## config.mk

```make
export PLATFORM = sky130hd
export DESIGN_NAME = qsys_top
export DESIGN_NICKNAME = d
export VERILOG_FILES = /design/src/logic/qsys_pkg.sv /design/src/logic/qsys_ifc.sv /design/src/logic/qsys_classifier.sv /design/src/logic/qsys_cong_man.sv /design/src/logic/qsys_queue_mem.sv /design/src/logic/qsys_scheduler.sv /design/src/logic/qsys_top.sv
export VERILOG_INCLUDE_DIRS = /design/src /design/src/logic
export SDC_FILE = /design/constraint.sdc
export NUM_CORES = 2
export LEC_CHECK = 0
export ABC_AREA = 1
export BUFFER_PORTS_ARGS = -buffer_cell sky130_fd_sc_hd__buf_2
export CORE_MARGIN = 1.5
export CORE_UTILIZATION = 50
export DETAILED_ROUTE_END_ITERATION = 12
export PLACE_DENSITY_LB_ADDON = 0.08
export SLEW_MARGIN = 0
export SYNTH_ARGS = -nofsm -noshare
export SYNTH_HDL_FRONTEND = slang
export SYNTH_SLANG_ARGS = --single-unit
```

## constraint.sdc

```tcl
create_clock -name core_clk_ifc -period 7.4 [get_ports core_clk_ifc]
set_input_delay 1.11 -clock core_clk_ifc [delete_from_list [all_inputs] [get_ports core_clk_ifc]]
set_output_delay 1.11 -clock core_clk_ifc [all_outputs]
set_load 0.03 [all_outputs]
```

## src/logic/qsys_params.svh

```systemverilog
//////////////////////////////////////////////////////////////////////
// Queue depth must be a power of two and hold at least one max packet
//////////////////////////////////////////////////////////////////////
`ifndef QSYS_PARAMS_SVH
`define QSYS_PARAMS_SVH

// Payload word width in bits
`define QSYS_DATA_W 32

// Words per queue, four queues share one memory
`define QSYS_QUEUE_DEPTH 16

// Longest packet the sender may issue, not checked in hardware
`define QSYS_MAX_PKT_WORDS 4

// Per-queue tail drop counter, saturating
`define QSYS_DROP_CNT_W 8

`endif

```

## src/logic/qsys_pkg.sv

```systemverilog
//////////////////////////////////////////////////////////////////////
// Queue number is prio * 2 + port, so bit 0 of a qid is the port
//////////////////////////////////////////////////////////////////////
`include "qsys_params.svh"

package qsys_pkg;

    // Metadata as seen by the sender
    typedef struct packed {
        logic [5:0] spare;
        logic       prio;
        logic       port;
    } meta_fields_t;

    // Same byte read as a queue number
    typedef struct packed {
        logic [5:0] rsvd;
        logic [1:0] num;
    } meta_qid_t;

    typedef union packed {
        meta_fields_t fields;
        meta_qid_t    qid;
    } meta_u;

    // One word as it moves between stages
    typedef struct packed {
        logic [`QSYS_DATA_W-1:0] data;
        logic                    last;
        logic                    first;
        meta_u                   meta;
    } stage_word_t;

endpackage

```

## src/logic/qsys_ifc.sv

```systemverilog
//////////////////////////////////////////////////////////////////////
// No handshake on either link, a word moves whenever it is flagged
//////////////////////////////////////////////////////////////////////
`timescale 1ns/1ns

// Word stream between pipeline stages
interface qsys_stage_ifc;
    logic                  valid;
    qsys_pkg::stage_word_t word;

    modport src (output valid, output word);
    modport dst (input valid, input word);
endinterface

// Queue memory read port, rd_word lags rd_en by one cycle
interface qsys_rd_ifc;
    logic [3:0]            nonempty;
    logic                  rd_en;
    logic [1:0]            rd_qid;
    qsys_pkg::stage_word_t rd_word;

    modport mem (output nonempty, input rd_en, input rd_qid, output rd_word);
    modport sched (input nonempty, output rd_en, output rd_qid, input rd_word);
endinterface

```

## src/logic/qsys_classifier.sv

```systemverilog
//////////////////////////////////////////////////////////////////////
// Metadata is only sampled on the first word, later values are ignored
//////////////////////////////////////////////////////////////////////
`timescale 1ns/1ns
`include "qsys_params.svh"

module qsys_classifier (
    input  logic                    core_clk_ifc,
    input  logic                    arst_n,
    input  logic                    in_valid,
    input  logic [`QSYS_DATA_W-1:0] in_data,
    input  logic                    in_last,
    input  qsys_pkg::meta_u         in_meta,
    qsys_stage_ifc.src              out
);

    // High when the next valid word opens a packet
    logic            sop;
    qsys_pkg::meta_u meta_hold;
    qsys_pkg::meta_u cur_meta;

    // Take fresh fields at packet start, else reuse the held copy
    always_comb begin
        cur_meta = meta_hold;
        if (sop) begin
            cur_meta.fields.port  = in_meta.fields.port;
            cur_meta.fields.prio  = in_meta.fields.prio;
            cur_meta.fields.spare = in_meta.fields.spare;
        end
    end

    always_ff @(posedge core_clk_ifc or negedge arst_n) begin
        if (!arst_n) begin
            sop       <= 1'b1;
            out.valid <= 1'b0;
        end else begin
            out.valid <= in_valid;
            if (in_valid) begin
                sop <= in_last;
            end
        end
    end

    always_ff @(posedge core_clk_ifc) begin
        if (in_valid) begin
            meta_hold      <= cur_meta;
            out.word.data  <= in_data;
            out.word.last  <= in_last;
            out.word.first <= sop;
            out.word.meta  <= cur_meta;
        end
    end

endmodule

```

## src/logic/qsys_cong_man.sv

```systemverilog
//////////////////////////////////////////////////////////////////////
// Admit needs room for a max packet, so an admitted packet always fits
//////////////////////////////////////////////////////////////////////
`timescale 1ns/1ns
`include "qsys_params.svh"

module qsys_cong_man (
    input  logic                                core_clk_ifc,
    input  logic                                arst_n,
    qsys_stage_ifc.dst                          in,
    input  logic                                deq,
    input  logic [1:0]                          deq_qid,
    qsys_stage_ifc.src                          out,
    output logic [3:0][`QSYS_DROP_CNT_W-1:0]    drop_count
);

    localparam int OCC_W = $clog2(`QSYS_QUEUE_DEPTH) + 1;

    // Words admitted and not yet dequeued, per queue
    logic [3:0][OCC_W-1:0] occ;
    logic [1:0]            in_qid;
    logic                  admit_now;
    logic                  admit_q;
    logic                  admit_cur;
    logic [3:0]            inc;
    logic [3:0]            dec;

    //////////////////////////////////////////////////////////////////////
    // Admit decision

    assign in_qid    = in.word.meta.qid.num;
    assign admit_now = (`QSYS_QUEUE_DEPTH - int'(occ[in_qid])) >= `QSYS_MAX_PKT_WORDS;
    // Decision made on the first word holds for the rest of the packet
    assign admit_cur = in.word.first ? admit_now : admit_q;

    always_comb begin
        for (int q = 0; q < 4; q++) begin
            inc[q] = in.valid && admit_cur && (in_qid == 2'(q));
            dec[q] = deq && (deq_qid == 2'(q));
        end
    end

    //////////////////////////////////////////////////////////////////////
    // Occupancy and drop counters

    always_ff @(posedge core_clk_ifc or negedge arst_n) begin
        if (!arst_n) begin
            occ        <= '0;
            admit_q    <= 1'b0;
            drop_count <= '0;
            out.valid  <= 1'b0;
        end else begin
            out.valid <= in.valid && admit_cur;
            if (in.valid && in.word.first) begin
                admit_q <= admit_now;
                // Saturate rather than wrap
                if (!admit_now && !(&drop_count[in_qid])) begin
                    drop_count[in_qid] <= drop_count[in_qid] + 1'b1;
                end
            end
            for (int q = 0; q < 4; q++) begin
                occ[q] <= occ[q] + inc[q] - dec[q];
            end
        end
    end

    // Dropped words leave the payload register untouched
    always_ff @(posedge core_clk_ifc) begin
        if (in.valid && admit_cur) begin
            out.word <= in.word;
        end
    end

endmodule

```

## src/logic/qsys_queue_mem.sv

```systemverilog
//////////////////////////////////////////////////////////////////////
// No overflow check, the congestion manager keeps every queue in range
//////////////////////////////////////////////////////////////////////
`timescale 1ns/1ns
`include "qsys_params.svh"

module qsys_queue_mem (
    input  logic       core_clk_ifc,
    input  logic       arst_n,
    qsys_stage_ifc.dst wr,
    qsys_rd_ifc.mem    rd
);

    localparam int DEPTH  = `QSYS_QUEUE_DEPTH;
    localparam int PTR_W  = $clog2(DEPTH);
    localparam int ADDR_W = PTR_W + 2;

    // Queue n owns entries n*DEPTH up to (n+1)*DEPTH-1
    qsys_pkg::stage_word_t mem [4*DEPTH];

    // One extra wrap bit tells full from empty
    logic [3:0][PTR_W:0] wr_ptr;
    logic [3:0][PTR_W:0] rd_ptr;
    logic [1:0]          wr_qid;
    logic [ADDR_W-1:0]   wr_addr;
    logic [ADDR_W-1:0]   rd_addr;

    assign wr_qid  = wr.word.meta.qid.num;
    assign wr_addr = {wr_qid, wr_ptr[wr_qid][PTR_W-1:0]};
    assign rd_addr = {rd.rd_qid, rd_ptr[rd.rd_qid][PTR_W-1:0]};

    always_comb begin
        for (int q = 0; q < 4; q++) begin
            rd.nonempty[q] = wr_ptr[q] != rd_ptr[q];
        end
    end

    //////////////////////////////////////////////////////////////////////
    // Head and tail pointers

    always_ff @(posedge core_clk_ifc or negedge arst_n) begin
        if (!arst_n) begin
            wr_ptr <= '0;
            rd_ptr <= '0;
        end else begin
            if (wr.valid) begin
                wr_ptr[wr_qid] <= wr_ptr[wr_qid] + 1'b1;
            end
            if (rd.rd_en) begin
                rd_ptr[rd.rd_qid] <= rd_ptr[rd.rd_qid] + 1'b1;
            end
        end
    end

    //////////////////////////////////////////////////////////////////////
    // Storage

    // Write at tail, registered read from head
    always_ff @(posedge core_clk_ifc) begin
        if (wr.valid) begin
            mem[wr_addr] <= wr.word;
        end
        if (rd.rd_en) begin
            rd.rd_word <= mem[rd_addr];
        end
    end

endmodule

```

## src/logic/qsys_scheduler.sv

```systemverilog
//////////////////////////////////////////////////////////////////////
// Pause is only looked at when a packet is picked, never mid-packet
//////////////////////////////////////////////////////////////////////
`timescale 1ns/1ns
`include "qsys_params.svh"

module qsys_scheduler (
    input  logic                    core_clk_ifc,
    input  logic                    arst_n,
    input  logic [1:0]              egr_pause,
    qsys_rd_ifc.sched               rd,
    output logic                    deq,
    output logic [1:0]              deq_qid,
    output logic                    out_valid,
    output logic [`QSYS_DATA_W-1:0] out_data,
    output logic                    out_last,
    output qsys_pkg::meta_u         out_meta
);

    logic       busy;
    logic [1:0] cur_q;
    logic       last_port;
    // Memory output holds a word read last cycle
    logic       rd_vld;
    logic       pkt_done;
    logic       idle;
    logic [3:0] eligible;
    logic       pick_ok;
    logic       pick_prio;
    logic       pick_port;
    logic [1:0] pick_q;
    logic       read_en;
    logic [1:0] read_qid;

    //////////////////////////////////////////////////////////////////////
    // Queue selection

    always_comb begin
        for (int q = 0; q < 4; q++) begin
            eligible[q] = rd.nonempty[q] && !egr_pause[q % 2];
        end
    end

    // Strict priority, then the port not served last if it can go
    always_comb begin
        pick_ok   = |eligible;
        pick_prio = eligible[2] || eligible[3];
        if (eligible[{pick_prio, ~last_port}]) begin
            pick_port = ~last_port;
        end else begin
            pick_port = last_port;
        end
        pick_q = {pick_prio, pick_port};
    end

    // Last word just came back, so a new pick can start this cycle
    assign pkt_done = rd_vld && rd.rd_word.last;
    assign idle     = !busy || pkt_done;

    // Stall mid-packet while the rest has not arrived yet
    always_comb begin
        read_en  = rd.nonempty[cur_q];
        read_qid = cur_q;
        if (idle) begin
            read_en  = pick_ok;
            read_qid = pick_q;
        end
    end

    assign rd.rd_en  = read_en;
    assign rd.rd_qid = read_qid;
    assign deq       = read_en;
    assign deq_qid   = read_qid;

    //////////////////////////////////////////////////////////////////////
    // State and output register

    always_ff @(posedge core_clk_ifc or negedge arst_n) begin
        if (!arst_n) begin
            busy      <= 1'b0;
            cur_q     <= 2'd0;
            last_port <= 1'b0;
            rd_vld    <= 1'b0;
            out_valid <= 1'b0;
            out_last  <= 1'b0;
        end else begin
            rd_vld    <= read_en;
            out_valid <= rd_vld;
            out_last  <= pkt_done;
            if (idle) begin
                busy <= pick_ok;
                if (pick_ok) begin
                    cur_q     <= pick_q;
                    last_port <= pick_port;
                end
            end
        end
    end

    always_ff @(posedge core_clk_ifc) begin
        if (rd_vld) begin
            out_data <= rd.rd_word.data;
            out_meta <= rd.rd_word.meta;
        end
    end

endmodule

```

## src/logic/qsys_top.sv

```systemverilog
//////////////////////////////////////////////////////////////////////
// Input has no back-pressure, egr_pause is the only flow control
//////////////////////////////////////////////////////////////////////
`timescale 1ns/1ns
`include "qsys_params.svh"

module qsys_top (
    input  logic                                core_clk_ifc,
    input  logic                                arst_n,
    input  logic                                in_valid,
    input  logic [`QSYS_DATA_W-1:0]             in_data,
    input  logic                                in_last,
    input  logic [7:0]                          in_meta,
    input  logic [1:0]                          egr_pause,
    output logic                                out_valid,
    output logic [`QSYS_DATA_W-1:0]             out_data,
    output logic                                out_last,
    output logic [7:0]                          out_meta,
    output logic [3:0][`QSYS_DROP_CNT_W-1:0]    drop_count
);

    // Dequeue feedback, scheduler to congestion manager
    logic       deq;
    logic [1:0] deq_qid;

    qsys_stage_ifc cls_to_cm ();
    qsys_stage_ifc cm_to_mem ();
    qsys_rd_ifc    mem_rd ();

    qsys_classifier classifier_i (
        .core_clk_ifc (core_clk_ifc),
        .arst_n       (arst_n),
        .in_valid     (in_valid),
        .in_data      (in_data),
        .in_last      (in_last),
        .in_meta      (in_meta),
        .out          (cls_to_cm)
    );

    qsys_cong_man cong_man_i (
        .core_clk_ifc (core_clk_ifc),
        .arst_n       (arst_n),
        .in           (cls_to_cm),
        .deq          (deq),
        .deq_qid      (deq_qid),
        .out          (cm_to_mem),
        .drop_count   (drop_count)
    );

    qsys_queue_mem queue_mem_i (
        .core_clk_ifc (core_clk_ifc),
        .arst_n       (arst_n),
        .wr           (cm_to_mem),
        .rd           (mem_rd)
    );

    qsys_scheduler scheduler_i (
        .core_clk_ifc (core_clk_ifc),
        .arst_n       (arst_n),
        .egr_pause    (egr_pause),
        .rd           (mem_rd),
        .deq          (deq),
        .deq_qid      (deq_qid),
        .out_valid    (out_valid),
        .out_data     (out_data),
        .out_last     (out_last),
        .out_meta     (out_meta)
    );

endmodule

```

==> metrics.csv <==
stage,metric,value,unit
clock_network,root_buffer,clkbuf_16,
synthesis,async_flop_share,3.53,%
clock_network,post-cts-setup-buffers,0,
global_routing,grt_max_degree,204,
final_layout,ff_latch_area,86300,um2
final_layout,area_growth,10.8,%
routing,drcViolationCount,0,
synthesis,synth_top_family_by_area,simple AND/OR/NAND/NOR gates,
die,boundaryPins,120,
final_layout,nNetsFinal,11261,
routing,viasPerCell,5.78,
clock_network,clock_path_buffers,4,
global_routing,antenna_found_initial,10,
flow_run,drv_cap,0,
sta,skew,78.9,ps
placed_design,globalplace.congestion,0.860,
worst_setup_path,end_kind,register,
sta,worst_slack,2110,ps
die,initial_core_util,50.3,%
final_layout,drive_gt1_share,7.10,%
placed_design,numPortBuffers,119,
placed_design,dp.cells,14213,
worst_setup_path,arrival,5960,ps
synthesis,syn-instance-count,11239,
final_layout,stdcell_count,14764,
sta,period_minus_slack,5290,ps
synthesis,yosys_warnings,0,
synthesis,synth_fa_ha_area_share,0.291,%
synthesis,synth_seq_cells,2890,
worst_setup_path,cp.required,8070,ps
run_status,status,completed,
synthesis,synth-edff-count,2788,
synthesis,netlist_area,126000,um2
synthesis,yosysUniqueCellTypes,43,
routing,wl_per_cell,26.2,um
global_routing,grt_util_all_layers,29.8,%
worst_setup_path,crit_fanout,59,
global_routing,grt_overflow,0,
synthesis,synth_flop_cell,edfxtp_1,
sta,fin_crit_sh,71.5,%
sta,clock.fmax,0.189,GHz
synthesis,synth-compound-area-share,0.578,%
final_layout,multi_input_area,30800,um2
clock_network,cts_sinks,2890,
sta,setup_tns,0,ps
synthesis,seq_area_frac_synth,68.2,%
global_routing,busiest_layer,met2,
synthesis,muxShareOfSynthArea,0.00890,%
hold_path,hold_class,in -> async,
sta,report.final.slew_viol_count,0,
synthesis,synth-xor-area-share,0.235,%
sta,rsz0062_at_grt,false,
sta,finalHoldViolCount,0,
final_layout,final_util,55.7,%
synthesis,yosys.area_share.simple,22.8,%
routing,drt.antenna.violating_nets,0,
placed_design,place_ws,1890,ps
clock_network,cts_buffers,320,
clock_network,clk_latency,980,ps
die,rows,184,
worst_setup_path,r2r_start,queue_mem_i.rd_ptr[10],
routing,drt_iter0_drc,10898,
worst_setup_path,critPathKind,reg -> reg,
routing,firstDrtPassIters,8,
clock_network,cts_tree,built,
clock_network,htree_levels,5,
worst_setup_path,start_kind,register,
clock_network,clk_pin_slew,60,ps
worst_setup_path,cp-startpoint,queue_mem_i.rd_ptr[10],
global_routing,use_met1,44.1,%
placed_design,hpwl,200,mm
clock_network,cts_resized,0,
die,die_area,256000,um2
synthesis,syn_area_per_cell,11.3,um2
die,core_area,251000,um2
sta,finalSetupViolations,0,
global_routing,grtUsageMet3,4.84,%
global_routing,grt_first_pass_wirelength,562,mm
global_routing,use_met2,45.4,%
sta,worstMarginPinSlew,1440,ps
routing,finalWirelength,387,mm
clock_network,cts.hold.buffers_added,0,
routing,vias,85283,
global_routing,grt_pass1_vias,81056,
final_layout,nFillCells,21148,
sta,maxSlewHeadroom,4.07,%
die,die_w,506,um
die,dieHeight,506,um
synthesis,syn_nets,11312,
[cell usage after synthesis (all sizes together), types with 2 or more instances]
library cell | instances | area (um2)
buf | 619 | 3160
edfxtp | 2788 | 83700
nand4 | 6 | 37.5
o22ai | 14 | 87.6
fa | 4 | 80.1
clkinv | 6 | 22.5
o21a | 3 | 22.5
a21oi | 14 | 70.1
xnor2 | 14 | 123
a221oi | 6 | 52.6
xor2 | 20 | 175
dfrtp | 101 | 2530
o221ai | 2 | 17.5
nor2 | 113 | 449
a22oi | 6 | 45.0
nand2 | 2012 | 7560
ha | 23 | 288
nand3b | 1110 | 8330
nor3 | 4 | 25.0
inv | 1722 | 6470
o21ai | 79 | 403
clkbuf | 85 | 319
nand3 | 2481 | 12400
[registers in the layout, indices dropped and copies added, names as in the netlist, 2 cells and up]
register and cells:
queue_mem_i.mem 2624, cong_man_i.out.word 41, queue_mem_i.rd.rd_word 41, classifier_i.out.word 34, cong_man_i.drop_count 32, scheduler_i.out_data 32, cong_man_i.occ 20, queue_mem_i.rd_ptr 20
queue_mem_i.wr_ptr 20, classifier_i.meta_hold 8, scheduler_i.out_meta 8, scheduler_i.cur_q 2
[stage by stage]
step	cell area (um2)	hold WS (ps)
2_1_floorplan	126000	400
3_3_place_gp	130000	401
3_5_place_dp	130000	405
4_1_cts	140000	78.7
5_1_grt	140000	126
6_report	140000	122
[per-layer routing]
layer | routed length (um) | up-vias
li1 | - | 38207
met3 | 35000 | 595
met1 | 167000 | 42467
met5 | 0 | -
met2 | 174000 | 4014
met4 | 10900 | 0
[final timing paths]
check	end	slack, ps	cells after the start
setup / recovery	queue_mem_i.rd.rd_word[9]	2110	23
hold / removal	cong_man_i.drop_count[8]	120	1
setup reg to reg	queue_mem_i.rd.rd_word[9]	2110	23
max in group asynchronous	scheduler_i.rd_vld	5900	2
min in group core_clk_ifc	classifier_i.out.word[27]	300	1
hold reg to reg	cong_man_i.out.word[30]	420	0
[cell type report]
class / count / share of cell area, %
inverters: 1728 / 4.65
clock buffers: 431 / 6.13
well taps: 3348 / 2.99
diodes: 5 / 0.00893
clock inverters: 114 / 0.746
multi-input cells: 5917 / 22.0
flip-flops and latches: 2890 / 61.6
repair buffers: 331 / 1.96
[worst max-delay path, cell delays in order (launching register included)]
cell and delay [ps]:
dfrtp_1 450, nand2_1 100, clkinv_1 60, nor2_1 80, nor2_1 50, nand3_1 220
nand2_2 140, nand2_1 120, nand2_1 90, o21ai_2 190, inv_2 150, nand2_4 390
nand2_4 570, inv_2 850, buf_4 450, nand2_1 100, nand3_1 80, nand3_1 80
nand3_1 100, nand2_1 70, nand2_1 70, nand2_1 70, inv_1 270, nand2_1 90
[cell usage in the layout, fill, tap and decap left out, drive strengths merged]
cell type / count
nor3: 4
nand3: 2481
nor2: 113
nand4: 6
a221oi: 6
mux2: 1
bufinv: 20
and2: 1
o221ai: 2
diode: 5
a31oi: 1
inv: 1729
xnor2: 14
dfrtp: 101
o21ai: 79
edfxtp: 2788
nand3b: 1110
buf: 331
nand2: 2012
a22o: 1
xor2: 20
clkbuf: 431
ha: 23
o21a: 3
clkinvlp: 1
o211ai: 1
clkinv: 92
a22oi: 6
dfstp: 1
fa: 4
a221o: 1
a21oi: 14
o22ai: 14
[kinds of logic (layout without fill, tap and decap cells)]
| family | Yosys count | count (layout) |
|---|---|---|
| buffers and inverters | 2432 | 2604 |
| AO/OA/AOI/OAI | 128 | 128 |
| other | 0 | 5 |
| multiplexers | 1 | 1 |
| XOR/XNOR | 34 | 34 |
| flip-flops | 2890 | 2890 |
| adder cells (fa/ha/maj) | 27 | 27 |
| AND/OR/NAND/NOR | 5727 | 5727 |
Power is left out: the tool's default activity adds up to more than one toggle a clock period on the data nets, which glitch-free logic cannot reach.
